==> src/logic/lsu_settings.svh <==
`ifndef LSU_SETTINGS_SVH
`define LSU_SETTINGS_SVH

// data sram geometry
// word address bits, 256 words of 32 bits
`define LSU_RAM_AW 8

// stage bus widths

// ex -> mem
// {pc[31:0], res_from_mem, rf_we, rd[4:0], alu_result[31:0],
//  addr_lo[1:0], is_byte, is_half, is_unsigned}
// 32 + 1 + 1 + 5 + 32 + 2 + 3
`define LSU_EX_MEM_W 76

// mem -> wb
// {rf_we, rd[4:0], wdata[31:0], pc[31:0]}
// 1 + 5 + 32 + 32
`define LSU_MEM_WB_W 70

`endif

==> src/logic/lsu_pkg.sv <==
package lsu_pkg;

    // operation select coming in with each instruction
    // loads and stores are grouped so that size and sign
    // fall out of simple set membership in ex
    typedef enum logic [3:0] {
        op_alu   = 4'd0,   // rd = base + offset
        op_ld_b  = 4'd1,
        op_ld_h  = 4'd2,
        op_ld_w  = 4'd3,
        op_ld_bu = 4'd4,
        op_ld_hu = 4'd5,
        op_st_b  = 4'd6,
        op_st_h  = 4'd7,
        op_st_w  = 4'd8
    } lsu_op_e;

    // one sram word, three views of the same 32 bits
    // half[0] / lane[0] are the least significant
    typedef union packed {
        logic [31:0]       word;
        logic [1:0][15:0]  half;   // selected by addr[1]
        logic [3:0][7:0]   lane;   // selected by addr[1:0]
    } sram_word_u;

endpackage

==> src/logic/ex_stage.sv <==
`include "lsu_settings.svh"

module ex_stage import lsu_pkg::*; (
    input  logic                     clk,
    input  logic                     resetn,
    // from the testbench side
    input  logic                     in_valid,
    output logic                     in_allowin,
    input  logic [31:0]              in_pc,
    input  lsu_op_e                  in_op,
    input  logic [31:0]              in_base,
    input  logic [31:0]              in_offset,
    input  logic [31:0]              in_rkd,
    input  logic [4:0]               in_rd,
    // to mem
    input  logic                     mem_allowin,
    output logic                     ex_to_mem_valid,
    output logic [`LSU_EX_MEM_W-1:0] ex_to_mem_bus,
    // data sram request
    output logic                     data_sram_en,
    output logic                     data_sram_we,
    output logic [3:0]               data_sram_wstrb,
    output logic [`LSU_RAM_AW-1:0]   data_sram_addr,
    output logic [31:0]              data_sram_wdata
);

    logic        ex_valid;
    logic [31:0] ex_pc;
    lsu_op_e     ex_op;
    logic [31:0] ex_base;
    logic [31:0] ex_offset;
    logic [31:0] ex_rkd;
    logic [4:0]  ex_rd;

    logic        is_load;
    logic        is_store;
    logic        is_byte;
    logic        is_half;
    logic        is_unsigned;
    logic        ex_rf_we;
    logic        mem_req;
    logic [31:0] ex_sum;
    logic [3:0]  st_strb;
    sram_word_u  st_word;

    assign in_allowin      = ~ex_valid | mem_allowin;   // fixed latency, never waits
    assign ex_to_mem_valid = ex_valid;

    always_ff @(posedge clk) begin
        if (!resetn) begin
            ex_valid <= 1'b0;
        end else if (in_allowin) begin
            ex_valid <= in_valid;
        end
    end

    // payload, only loaded on a transfer
    always_ff @(posedge clk) begin
        if (in_valid && in_allowin) begin
            ex_pc     <= in_pc;
            ex_op     <= in_op;
            ex_base   <= in_base;
            ex_offset <= in_offset;
            ex_rkd    <= in_rkd;
            ex_rd     <= in_rd;
        end
    end

    assign is_load     = ex_op inside {op_ld_b, op_ld_h, op_ld_w, op_ld_bu, op_ld_hu};
    assign is_store    = ex_op inside {op_st_b, op_st_h, op_st_w};
    assign is_byte     = ex_op inside {op_ld_b, op_ld_bu, op_st_b};
    assign is_half     = ex_op inside {op_ld_h, op_ld_hu, op_st_h};
    assign is_unsigned = ex_op inside {op_ld_bu, op_ld_hu};
    assign ex_rf_we    = ~is_store;  // alu and loads write rd

    assign ex_sum = ex_base + ex_offset;   // alu result or byte address

    // lane replication, the strobe picks the lane that lands
    always_comb begin
        st_word.word = ex_rkd;
        if (is_byte) begin
            st_word.lane = {4{ex_rkd[7:0]}};
        end else if (is_half) begin
            st_word.half = {2{ex_rkd[15:0]}};
        end
    end

    always_comb begin
        if (is_byte) begin
            st_strb = 4'b0001 << ex_sum[1:0];
        end else if (is_half) begin
            st_strb = ex_sum[1] ? 4'b1100 : 4'b0011;
        end else begin
            st_strb = 4'b1111;
        end
    end

    // request only in the cycle the op moves into mem
    assign mem_req         = ex_valid & mem_allowin;
    assign data_sram_en    = mem_req & (is_load | is_store);
    assign data_sram_we    = mem_req & is_store;
    assign data_sram_wstrb = data_sram_we ? st_strb : 4'b0000;
    assign data_sram_addr  = ex_sum[`LSU_RAM_AW+1:2];   // word address
    assign data_sram_wdata = st_word.word;

    assign ex_to_mem_bus = {ex_pc,         // 32
                            is_load,       // res_from_mem
                            ex_rf_we,
                            ex_rd,         // 5
                            ex_sum,        // 32
                            ex_sum[1:0],   // byte offset for lane select
                            is_byte,
                            is_half,
                            is_unsigned};
endmodule

==> config.mk <==
export PLATFORM = sky130hd
export DESIGN_NAME = ex_stage
export DESIGN_NICKNAME = d
export VERILOG_FILES = /design/src/logic/lsu_pkg.sv /design/src/logic/ex_stage.sv
export VERILOG_INCLUDE_DIRS = /design/src /design/src/logic
export SDC_FILE = /design/constraint.sdc
export NUM_CORES = 1
export LEC_CHECK = 0
export BUFFER_PORTS_ARGS = -buffer_cell sky130_fd_sc_hd__buf_2
export CAP_MARGIN = 15
export CELL_PAD_IN_SITES_DETAIL_PLACEMENT = 1
export CELL_PAD_IN_SITES_GLOBAL_PLACEMENT = 2
export CORE_ASPECT_RATIO = 0.75
export CORE_UTILIZATION = 28
export CTS_CLUSTER_DIAMETER = 150
export CTS_CLUSTER_SIZE = 24
export DETAILED_ROUTE_END_ITERATION = 8
export PLACE_DENSITY_LB_ADDON = 0.1
export SETUP_SLACK_MARGIN = 0.5
export SYNTH_ARGS = -nofsm -noshare
export SYNTH_HDL_FRONTEND = slang
export SYNTH_SLANG_ARGS = --single-unit
export TNS_END_PERCENT = 20
==> constraint.sdc <==
create_clock -name clk -period 4.02 [get_ports clk]
set_input_delay 0 -clock clk [delete_from_list [all_inputs] [get_ports clk]]
set_output_delay 0 -clock clk [all_outputs]
set_load 0.02 [all_outputs]
Word-level counts from Yosys, hierarchy flattened
Index checks and enable logic that the tools add are counted.
{"block": "op_classes", "add_sub_neg": 1, "n_eq_ne": 8, "shift": 1, "muxes": 6, "bitwise_logic": 7, "n_reduce_logical": 6}
{"operator": "two-way mux 32 bit", "count": 2}
{"operator": "adder 32 bit", "count": 1}
{"operator": "== test 4 x 3 -> 1 bit, second input constant", "count": 4}
{"operator": "two-way mux 4 bit", "count": 4}
{"operator": "nonzero test 3 bit", "count": 3}
{"operator": "== test 4 x 2 -> 1 bit, second input constant", "count": 2}
{"operator": "nonzero test 5 bit", "count": 1}
{"operator": "== test 4 x 1 -> 1 bit, second input constant", "count": 1}
{"operator": "== test 4 bit, second input constant", "count": 1}
{"operator": "left shift 1 x 2 -> 4 bit, first input constant", "count": 1}
{"operator": "AND 1 bit", "count": 3}
{"operator": "inverter 1 bit", "count": 2}
{"operator": "bitwise OR 1 bit", "count": 2}
{"operator": "nonzero test 2 bit", "count": 1}
{"operator": "logical AND 1 bit", "count": 1}
{"block": "totals", "ff_bits": 138, "input_bits": 141, "output_inout_bits": 124, "wordCells": 36}

Longest topological paths before layout
Gate-level depths: netlist of run 1.
{"block": "depth", "depth_word": 5, "ltp_mapped": 11, "ltp_nobuf": 11}

Worst setup path after synthesis of run 1
Ideal clock, no wire load.
{"block": "synth_timing", "path_kind": "register -> register", "from": "register ex_valid (netlist: ex_to_mem_valid)", "to": "register ex_base[0] (enable)", "setup_ns": 0.512, "arrival_ns": 3.808, "t_required_ns": 3.508, "slack_ns": -0.301, "path_stages_with_launch": 3, "n_path_buf": 0, "synth_period_minus_slack_ns": 4.321, "cell_sequence": "dfxtp_1 > nand2b_1 > and2_1"}
{"block": "synth_via", "elab_chain_len": 3}
{"item": "start, declared", "line": "ex_stage.sv:27", "rtl": "logic ex_valid;"}
{"item": "start signal, assigned", "line": "ex_stage.sv:53", "rtl": "ex_valid <= in_valid;"}
{"item": "inverter 1 bit", "line": "ex_stage.sv:46", "rtl": "assign in_allowin = ~ex_valid | mem_allowin;"}
{"item": "bitwise OR 1 bit", "line": "ex_stage.sv:46"}
{"item": "named net in_allowin", "line": "ex_stage.sv:8", "rtl": "output logic in_allowin,"}
{"item": "logical AND 1 bit", "line": "ex_stage.sv:59", "rtl": "if (in_valid && in_allowin) begin"}
{"item": "end signal, assigned", "line": "ex_stage.sv:62", "rtl": "ex_base <= in_base;"}
{"item": "end, declared", "line": "ex_stage.sv:30", "rtl": "logic [31:0] ex_base;"}
The timed path passes the listed nets, and every way through them passes these cells.
A chain may end at the register's enable or synchronous reset.

Worst setup path after layout of run 1
{"block": "layout_timing", "from": "register ex_base[4]", "to": "output port ex_to_mem_bus[30]"}
{"block": "layout_via", "elab_chain_len": 1}
{"item": "adder 32 bit", "line": "ex_stage.sv:76", "rtl": "assign ex_sum = ex_base + ex_offset;"}
{"item": "end, declared", "line": "ex_stage.sv:18", "rtl": "output logic [`LSU_EX_MEM_W-1:0] ex_to_mem_bus,"}
No other way between the ends.

==> results.sh, run 1 <==
export IMPL_wire_per_inst_um=16.7
export IMPL_setup_tns_ns=0
export IMPL_min_period_ns=3.34
export IMPL_grt_overflow_total=0
export IMPL_synth_top_area_share_pct=63.5
export IMPL_worst_path_max_fanout=4
export IMPL_cts_tree="built"
export IMPL_first_pass_iters=4
export IMPL_hold_path_class="primary input to register"
export IMPL_place_congestion=0.800
export IMPL_io_pins=265
export IMPL_synth_distinct_cells=53
export IMPL_p_sw_mw=1.30
export IMPL_root_buffer="clkbuf_16"
export IMPL_wirelength_um=19500
export IMPL_fin_area_mm2=0.00990
export IMPL_power_share_combinational_pct=23.3
export IMPL_synth_ff_type="edfxtp_1"
export IMPL_grt_pass1_wl_um=31300
export IMPL_first_global_vias=5964
export IMPL_cts_sinks=138
export IMPL_fillers=2477
export IMPL_synth_edf_count=137
export IMPL_slew_headroom_pct=31.2
export IMPL_crit_slowest_cell="or4b_1"
export IMPL_cts_clk_slew_worst_paths_ns=0.07
export IMPL_mostFrequentLayoutCell="buf_2"
export IMPL_maxCapViolCount=0
export IMPL_ys_ff_latch=138
export IMPL_synth_nets=653
export IMPL_cts_buffer_depth=2
export IMPL_insertion_delay_ns=0.43
export IMPL_setup_viol=0
export IMPL_critPathLaunchType="register"
export IMPL_core_mm2=0.0224
export IMPL_cp_arrival_ns=3.34
export IMPL_seq_area_frac_synth_pct=63.8
export IMPL_critPathTopFamily="simple AND/OR/NAND/NOR gates"
export IMPL_antennaDiodeCount=0
export IMPL_syn_avg_cell_area_um2=13.5
export IMPL_vias_per_cell=4.44
export IMPL_crit_cells=10
export IMPL_placed_area_mm2=0.00794
export IMPL_ys_top_cells_by_area="edfxtp_1 63%, ha_1 6.0%, buf_4 3.0%, nand2_1 2.9%, a21oi_1 2.5%"
export IMPL_htreeDepth=4
export IMPL_regArea_mm2=0.00413
export IMPL_pwr_share_seq_pct=41.0
export IMPL_layout_common_cells="264 x buf_2, 139 x dlygate4sd3_1, 137 x edfxtp_1, 50 x nand2_1"
export IMPL_route_detailed_drc=0
export IMPL_sw_frac_of_total_pct=31.0
export IMPL_critPathRequiredTime_ns=4.02
export IMPL_yosys_warnings=0
export IMPL_area_growth_pct=52.8
export IMPL_drive_gt1_share_pct=36.7
export IMPL_cts_buffers=17
export IMPL_slowest_delay_ns=0.55
export IMPL_cts_setup_buffers=0
export IMPL_clock_fmax_ghz=0.300
export IMPL_async_flop_share_pct=0
export IMPL_cp_end_kind="output port"
export IMPL_die_w_um=178
export IMPL_powerDensity_mw_per_mm2=423
export IMPL_hold_violations=0
export IMPL_maxSlewViolCount=0
export IMPL_synth_area_mm2=0.00648
export IMPL_dpl_hpwl_um=13900
export IMPL_crit_type="register to output port"
export IMPL_critPathMostFrequentCell="nand2_1"
export IMPL_worstPathCellList="ha_1 > nand2_1 > or3_4 > o21ai_4 > a31oi_4 > o31ai_2 > or4b_1 > nand2_1 > xor2_1 > buf_2"
export IMPL_finClkSkew_ns=0.00928
export IMPL_grtUsageTotal_pct=17.4
export IMPL_initialDrtViolationCount=199
export IMPL_initial_core_util_pct=28.9
export IMPL_cp_num_buf_inv=1
export IMPL_io_buffers=264
export IMPL_ant_nets=0
export IMPL_worst_pin_slew_ns=1.03
export IMPL_rsz0062_at_grt="yes"
export IMPL_antenna_found_initial=0
export IMPL_multi_input_comb_area_mm2=0.00205
export IMPL_ir_drop_mv=0.277
export IMPL_die_area_mm2=0.0238
export IMPL_min_path_cells=2
export IMPL_die_h_um=134
export IMPL_power_leakage_nw=4.21
export IMPL_rows=47
export IMPL_fin_nets=1038
export IMPL_grt_start_max_net_pins=75
export IMPL_power_internal_mw=2.89
export IMPL_reg2regPathDepth=3
export IMPL_synthCells=480
export IMPL_period_share_pct=83.0
export IMPL_synth_top_cell_by_area="edfxtp_1"
export IMPL_outcome="finished clean"
export IMPL_clkPwrFrac_pct=35.7
export IMPL_vias=5200
routing by layer:
| layer | global-route usage [%] | share of wire, % | up-vias |
|---|---|---|---|
| met1 | 20.1 | 42 | 2479 |
| met3 | 6.62 | 7.9 | 19 |
| met5 | 0 | 0 | - |
| li1 | - | - | 2543 |
| met2 | 29.4 | 49 | 159 |
| met4 | 5.75 | 1.2 | 0 |
Yosys cell counts (9+ instances only):
cell type	n
a21o_1	13
a21oi_1	32
buf_4	26
edfxtp_1	137
ha_1	31
inv_1	14
mux2i_1	9
nand2_1	50
nor2_1	15
o21ai_0	22
xnor2_1	17
xor2_1	13
logic make-up (layout without fill, tap and decap cells):
kind of cell,after synthesis,after routing,share of synthesized area (%)
xor+xnor,30,30,4.06
fa+ha+maj,32,32,6.30
simple gates,99,99,6.97
mux,17,17,2.78
buf+inv,54,452,4.85
flops,138,138,63.8
compound gates,110,110,11.2
sequential cells by signal (all words and copies together), names as in the netlist:
| name | cells |
|---|---|
| ex_rd | 5 |
| ex_base | 32 |
| ex_pc | 32 |
| ex_to_mem_valid | 1 |
| ex_op | 4 |
| ex_offset | 32 |
| ex_rkd | 32 |
cell type report:
class,count,share of cell area (%)
flip-flops and latches,138,41.8
repair buffers,406,27.8
multi-input cells,288,20.7
clock buffers,18,4.34
well taps,294,3.72
clock inverters,14,1.15
inverters,14,0.531
power by group through the flow:
stage	logic [mW]	registers, mW	clock network [mW]
6_report	0.975	1.72	1.50
3_3_place_gp	0.867	1.74	0
2_1_floorplan	0.557	1.77	0
4_1_cts	0.984	1.72	1.54
3_5_place_dp	0.871	1.75	0
5_1_grt	1.06	1.72	1.60
worst paths after layout:
kind | from | to | slack [ns]
max | ex_base[4] | ex_to_mem_bus[30] | 0.68
min | in_pc[5] | ex_pc[5] | 0.27
max reg2reg | ex_to_mem_valid | ex_offset[15] | 1.90
min reg2reg | ex_to_mem_valid | ex_to_mem_valid | 1.14
what timing repair did:
item	CTS	global route
endpoints found under the hold margin	138	0
hold buffers	139	0
gates resized for setup	1	4
setup endpoints to repair	2	9
through the flow:
step	std cells	hold WS [ns]	setup slack (ns)	util [%]	total power [mW]
after global routing	1172	0.250	0.422	44.2	4.39
after detailed placement	1001	0.178	0.862	35.5	2.62
after CTS	1172	0.244	0.534	44.1	4.24
after floorplan	480	0.0989	1.22	-	2.33
final	1172	0.270	0.683	44.2	4.19
after global placement	1001	0.177	0.919	35.5	2.61
Note: power is estimated with default switching activity, not from simulation.
==> inputs of run 2 (changes only) <==
Settings changed: ABC_AREA set to 1, CORE_UTILIZATION 28 to 29.
Clock period 4.02 ns to 3.4 ns, I/O delays scaled along.
==> results.sh, run 2 <==
export IMPL_slowest_delay_ns=0.41
export IMPL_layout_common_cells="280 x nand2_1, 264 x buf_2, 139 x dlygate4sd3_1, 137 x edfxtp_1, 136 x inv_1"
export IMPL_critPathLaunchType="register"
export IMPL_async_flop_share_pct=0
export IMPL_initial_core_util_pct=29.9
export IMPL_reg2reg_from="ex_to_mem_valid"
export IMPL_vias=6431
export IMPL_ant_nets=0
export IMPL_period_share_pct=71.9
export IMPL_die_area_mm2=0.0256
export IMPL_outcome="finished clean"
export IMPL_cts_setup_buffers=0
export IMPL_hold_path_class="primary input to register"
export IMPL_min_period_ns=2.44
export IMPL_synth_top_area_share_pct=56.9
export IMPL_synth_top_cell_by_area="edfxtp_1"
export IMPL_hold_violations=0
export IMPL_rows=49
export IMPL_clock_fmax_ghz=0.409
export IMPL_grt_overflow_total=0
export IMPL_cp_arrival_ns=2.44
export IMPL_core_mm2=0.0242
export IMPL_htreeDepth=4
export IMPL_crit_slowest_cell="ha_1"
export IMPL_dpl_hpwl_um=18100
export IMPL_insertion_delay_ns=0.44
export IMPL_synthCells=782
export IMPL_root_buffer="clkbuf_16"
export IMPL_total_power_mw=5.14
export IMPL_rsz0062_at_grt="no"
export IMPL_maxSlewViolCount=0
export IMPL_ys_top_cells_by_area="edfxtp_1 57%, nand2_1 15%, inv_1 7.1%, ha_1 5.4%, buf_4 2.4%"
export IMPL_crit_type="register to output port"
export IMPL_drive_gt1_share_pct=26.0
export IMPL_synth_area_mm2=0.00723
export IMPL_cp_end_kind="output port"
export IMPL_synth_distinct_cells=27
export IMPL_seq_area_frac_synth_pct=57.2
export IMPL_first_pass_iters=4
export IMPL_area_growth_pct=49.4
export IMPL_grt_start_max_net_pins=55
export IMPL_fin_nets=1354
export IMPL_holdPathEnd="ex_offset[16]"
export IMPL_grt_pass1_wl_um=37200
export IMPL_route_detailed_drc=0
export IMPL_setup_viol=0
export IMPL_setup_tns_ns=0
export IMPL_cts_tree="built"
export IMPL_yosys_warnings=0
export IMPL_hold_start="in_valid"
export IMPL_antenna_found_initial=2
export IMPL_maxCapViolCount=0
export IMPL_place_congestion=0.783
export IMPL_grtUsageTotal_pct=19.4
export IMPL_worst_path_max_fanout=4
export IMPL_slew_headroom_pct=47.1
export IMPL_cts_buffer_depth=2
export IMPL_initialDrtViolationCount=227
export IMPL_vias_per_cell=4.21
export IMPL_io_buffers=264
export IMPL_cts_clk_slew_worst_paths_ns=0.07
export IMPL_yosysMostFrequentCell="nand2_1"
export IMPL_powerDensity_mw_per_mm2=476
export IMPL_synth_ff_type="edfxtp_1"
export IMPL_cts_buffers=17
export IMPL_power_leakage_nw=5.33
export IMPL_wire_per_inst_um=15.7
export IMPL_synth_nets=955
export IMPL_first_global_vias=6942
export IMPL_synth_edf_count=137
export IMPL_finClkSkew_ns=0.00953
export IMPL_worstPathCellList="ha_1 > nand2_1 > inv_1 > nand2_1 > nor3_1 > nand2_1 > nand2_1 > nand2_1 > nand2_1 > nand2_1 > nand2_1 > buf_2"
export IMPL_wirelength_um=24000
export IMPL_r2r_slack_ns=1.90
export IMPL_die_h_um=139
export IMPL_timing_rr_end="ex_pc[22]"
export IMPL_min_path_cells=3
export IMPL_ys_ff_latch=138
export IMPL_syn_avg_cell_area_um2=9.25
export IMPL_die_w_um=184
export IMPL_critPathMostFrequentCell="nand2_1"
export IMPL_synth_common_cells="280 x nand2_1, 137 x edfxtp_1, 136 x inv_1, 45 x nor2_1"
export IMPL_mostFrequentLayoutCell="nand2_1"
export IMPL_worst_pin_slew_ns=0.790
export IMPL_cts_sinks=138
export IMPL_io_pins=265
export IMPL_critPathRequiredTime_ns=3.40
export IMPL_ir_drop_mv=0.346
export IMPL_reg2regPathDepth=2
run 2: cell families (layout without fill, tap and decap cells):
kind of cell,after synthesis,in the layout,share of synthesized area (%)
and+or+nand+nor,372,372,20.4
buffers and inverters,165,577,10.2
adders and majority gates,32,32,5.64
other,0,1,0
AOI/OAI and AO/OA,60,60,4.79
DFF,138,138,57.2
xor gates and xnor gates,15,15,1.82
run 2: what timing repair did:
action                                 in CTS  in global routing
gates resized for setup                     0                  0
hold buffers                              139                  0
setup endpoints to repair                   0                  0
endpoints found under the hold margin     138                  0
run 2: cell type report:
cell class              count  area (um^2)
flip-flops and latches    138         4140
repair buffers            406         2770
clock buffers              17          425
diodes                      1         2.50
well taps                 331          414
inverters                 139          522
multi-input cells         479         2370
fillers                  2857        13400
clock inverters            15          158
run 2: metrics by stage:
stage	utilization [%]	worst slack, ns	cell area (um^2)	cells	hold WS [ns]
final	44.6	0.956	10800	1526	0.0515
after detailed placement	36.5	1.39	8830	1354	0.178
after floorplan	-	0.279	7250	782	0.0989
after global placement	36.5	1.41	8830	1354	0.177
after CTS	44.6	0.890	10800	1525	0.0288
after global routing	44.6	0.730	10800	1526	0.0447
run 2: critical path, delay by kind of cell (launching register included):
| kind | cells | cell delay, ns |
|---|---|---|
| AND/OR/NAND/NOR | 9 | 0.97 |
| flip-flops | 1 | 0.38 |
| adder cells (fa/ha/maj) | 1 | 0.41 |
| buffers and inverters | 2 | 0.25 |
run 2: worst max path at each step:
stage,start,end,cells after the start
floorplan,ex_to_mem_valid,ex_base[0],1
global placement,ex_base[2],ex_to_mem_bus[26],10
detailed placement,ex_base[12],ex_to_mem_bus[26],12
CTS,ex_base[12],ex_to_mem_bus[26],12
global route,ex_base[12],ex_to_mem_bus[26],12
finish,ex_base[12],ex_to_mem_bus[26],12
run 2: power breakdown:
part / leakage, nW / switching (mW) / total (mW) / internal [mW]
Sequential: 1.33 / 0.0358 / 2.03 / 1.99
Clock: 0.273 / 0.848 / 1.88 / 1.03
Combinational: 3.72 / 0.768 / 1.23 / 0.462
Total: 5.33 / 1.65 / 5.14 / 3.49
run 2: metal layers:
metal / share of wire, % / track usage [%] / wire length (um)
met1: 47 / 25.3 / 11400
met2: 45 / 30.9 / 10900
met3: 6.6 / 6.54 / 1580
met4: 0.80 / 4.47 / 191
met5: 0.054 / 0 / 13
==> inputs of run 3 (changes only) <==
Settings changed: CORE_UTILIZATION 29 to 26.
Clock period 3.4 ns to 2 ns, I/O delays scaled along.
==> results.sh, run 3 (synthesis results as in run 2) <==
export IMPL_outcome="finished with violations"
export IMPL_violations="negative setup slack"
export IMPL_hold_violations=0
export IMPL_powerDensity_mw_per_mm2=778
export IMPL_vias_per_cell=4.23
export IMPL_multi_input_comb_area_mm2=0.00360
export IMPL_route_detailed_drc=0
export IMPL_power_internal_mw=6.68
export IMPL_critPathLaunchType="register"
export IMPL_regArea_mm2=0.00414
export IMPL_highest_layer="met4"
export IMPL_worst_path_max_fanout=4
export IMPL_holdWs_ns=0.226
export IMPL_root_buffer="clkbuf_16"
export IMPL_first_global_vias=7343
export IMPL_final_core_util_pct=46.6
export IMPL_insertion_delay_ns=0.43
export IMPL_pwr_share_seq_pct=35.3
export IMPL_wirelength_um=25700
export IMPL_maxCapViolCount=0
export IMPL_cp_end_kind="output port"
export IMPL_period_share_pct=110
export IMPL_cp_arrival_ns=2.20
export IMPL_wire_per_inst_um=16.3
export IMPL_p_sw_mw=3.16
export IMPL_finClkSkew_ns=0.0101
export IMPL_io_buffers=264
export IMPL_cts_buffers=17
export IMPL_grt_start_max_net_pins=60
export IMPL_area_growth_pct=74.8
export IMPL_dp_cells=1394
export IMPL_power_share_combinational_pct=29.4
export IMPL_cts_clk_slew_worst_paths_ns=0.06
export IMPL_mostFrequentLayoutCell="buf_2"
export IMPL_clock_fmax_ghz=0.455
export IMPL_slew_headroom_pct=73.9
export IMPL_io_pins=265
export IMPL_worst_pin_slew_ns=0.390
export IMPL_place_congestion=0.780
export IMPL_rows=52
export IMPL_grtUsageTotal_pct=18.5
export IMPL_vias=6682
export IMPL_maxSlewViolCount=0
export IMPL_cts_tree="built"
export IMPL_wl_met1_um=11900
export IMPL_cts_sinks=138
export IMPL_antenna_found_initial=1
export IMPL_fin_nets=1388
export IMPL_grt_overflow_total=0
export IMPL_hold_path_class="primary input to register"
export IMPL_cts_buffer_depth=2
export IMPL_die_area_mm2=0.0285
export IMPL_die_h_um=146
export IMPL_dp_slack_ns=-0.0614
export IMPL_fin_area_mm2=0.0126
export IMPL_wl_met2_um=11900
export IMPL_critPathRequiredTime_ns=2.00
export IMPL_drive_gt1_share_pct=45.8
export IMPL_first_pass_iters=4
export IMPL_htreeDepth=4
export IMPL_clkPwrFrac_pct=35.3
export IMPL_layout_common_cells="221 x buf_2, 182 x nand2_1, 139 x dlygate4sd3_1, 137 x edfxtp_1, 119 x inv_1"
export IMPL_placed_area_mm2=0.00899
export IMPL_reg2regPathDepth=2
export IMPL_setup_slack_ns=-0.199
export IMPL_setup_viol=38
export IMPL_crit_type="register to output port"
export IMPL_min_path_cells=4
export IMPL_setup_tns_ns=-4.18
export IMPL_total_power_mw=9.84
export IMPL_ant_nets=0
export IMPL_power_leakage_nw=5.84
export IMPL_wl_met3_um=1650
export IMPL_initial_core_util_pct=26.7
export IMPL_min_period_ns=2.20
export IMPL_core_mm2=0.0271
export IMPL_grt_pass1_wl_um=40100
export IMPL_dpl_hpwl_um=19000
export IMPL_sw_frac_of_total_pct=32.1
export IMPL_rsz0062_at_grt="yes"
export IMPL_fillers=3048
export IMPL_ir_drop_mv=0.563
export IMPL_layout_cells_non_filler=1580
export IMPL_die_w_um=195
export IMPL_initialDrtViolationCount=220
-- run 3: cell count changes in the layout (fill, tap and decap cells not counted), moves of 28 or more --
cell     before  now
buf_2       264  221
buf_4         0   36
buf_6         0   40
ha_1         31    3
nand2_1     280  182
nand2_2       0   71
nor2_1       45   16
-- run 3: area by class of cell --
type	count	area share (%)
Clock inverter	15	1.63
Tap cell	351	3.47
Inverter	139	4.26
Antenna cell	1	0.0198
Timing Repair Buffer	440	26.1
Multi-Input combinational cell	479	28.5
Clock buffer	17	3.36
Sequential cell	138	32.7
-- run 3: worst paths after layout --
path,start,endpoint,slack [ns]
worst max-delay path,ex_base[3],ex_to_mem_bus[15],-0.20
worst min-delay path,in_valid,ex_offset[9],0.23
worst max register to register,ex_to_mem_valid,ex_pc[18],0.70
worst min register to register,ex_to_mem_valid,ex_offset[9],0.85
-- run 3: power groups by stage --
stage	clock [mW]	combinational, mW	sequential (mW)
detailed placement	0	1.97	3.51
global route	3.66	3.14	3.49
global placement	0	1.96	3.50
floorplan	0	1.18	3.56
finish	3.47	2.90	3.48
CTS	3.57	2.52	3.47
-- run 3: worst max-delay path, cell delays in order, from the launching register on --
cell,delay [ns]
edfxtp_1,0.42
ha_4,0.28
buf_6,0.14
nand2_4,0.08
nand2_2,0.06
nand2_2,0.08
nand2_2,0.06
nand2_2,0.07
nand3_4,0.11
buf_12,0.15
xor2_4,0.19
buf_6,0.14
-- run 3: timing repair --
item | 4_1_cts | 5_1_grt
endpoints found under the setup margin | 74 | 74
hold buffers | 139 | 0
hold endpoints to repair | 138 | 0
pin swaps | 28 | 85
buffers inserted | 4 | 10
gates resized for setup | 188 | 198
-- run 3: metal layers --
| metal | GRT usage, % | vias up |
|---|---|---|
| met5 | 0 | - |
| met4 | 4.40 | 0 |
| met3 | 5.66 | 21 |
| met2 | 30.0 | 175 |
| met1 | 24.0 | 3132 |
| li1 | - | 3354 |
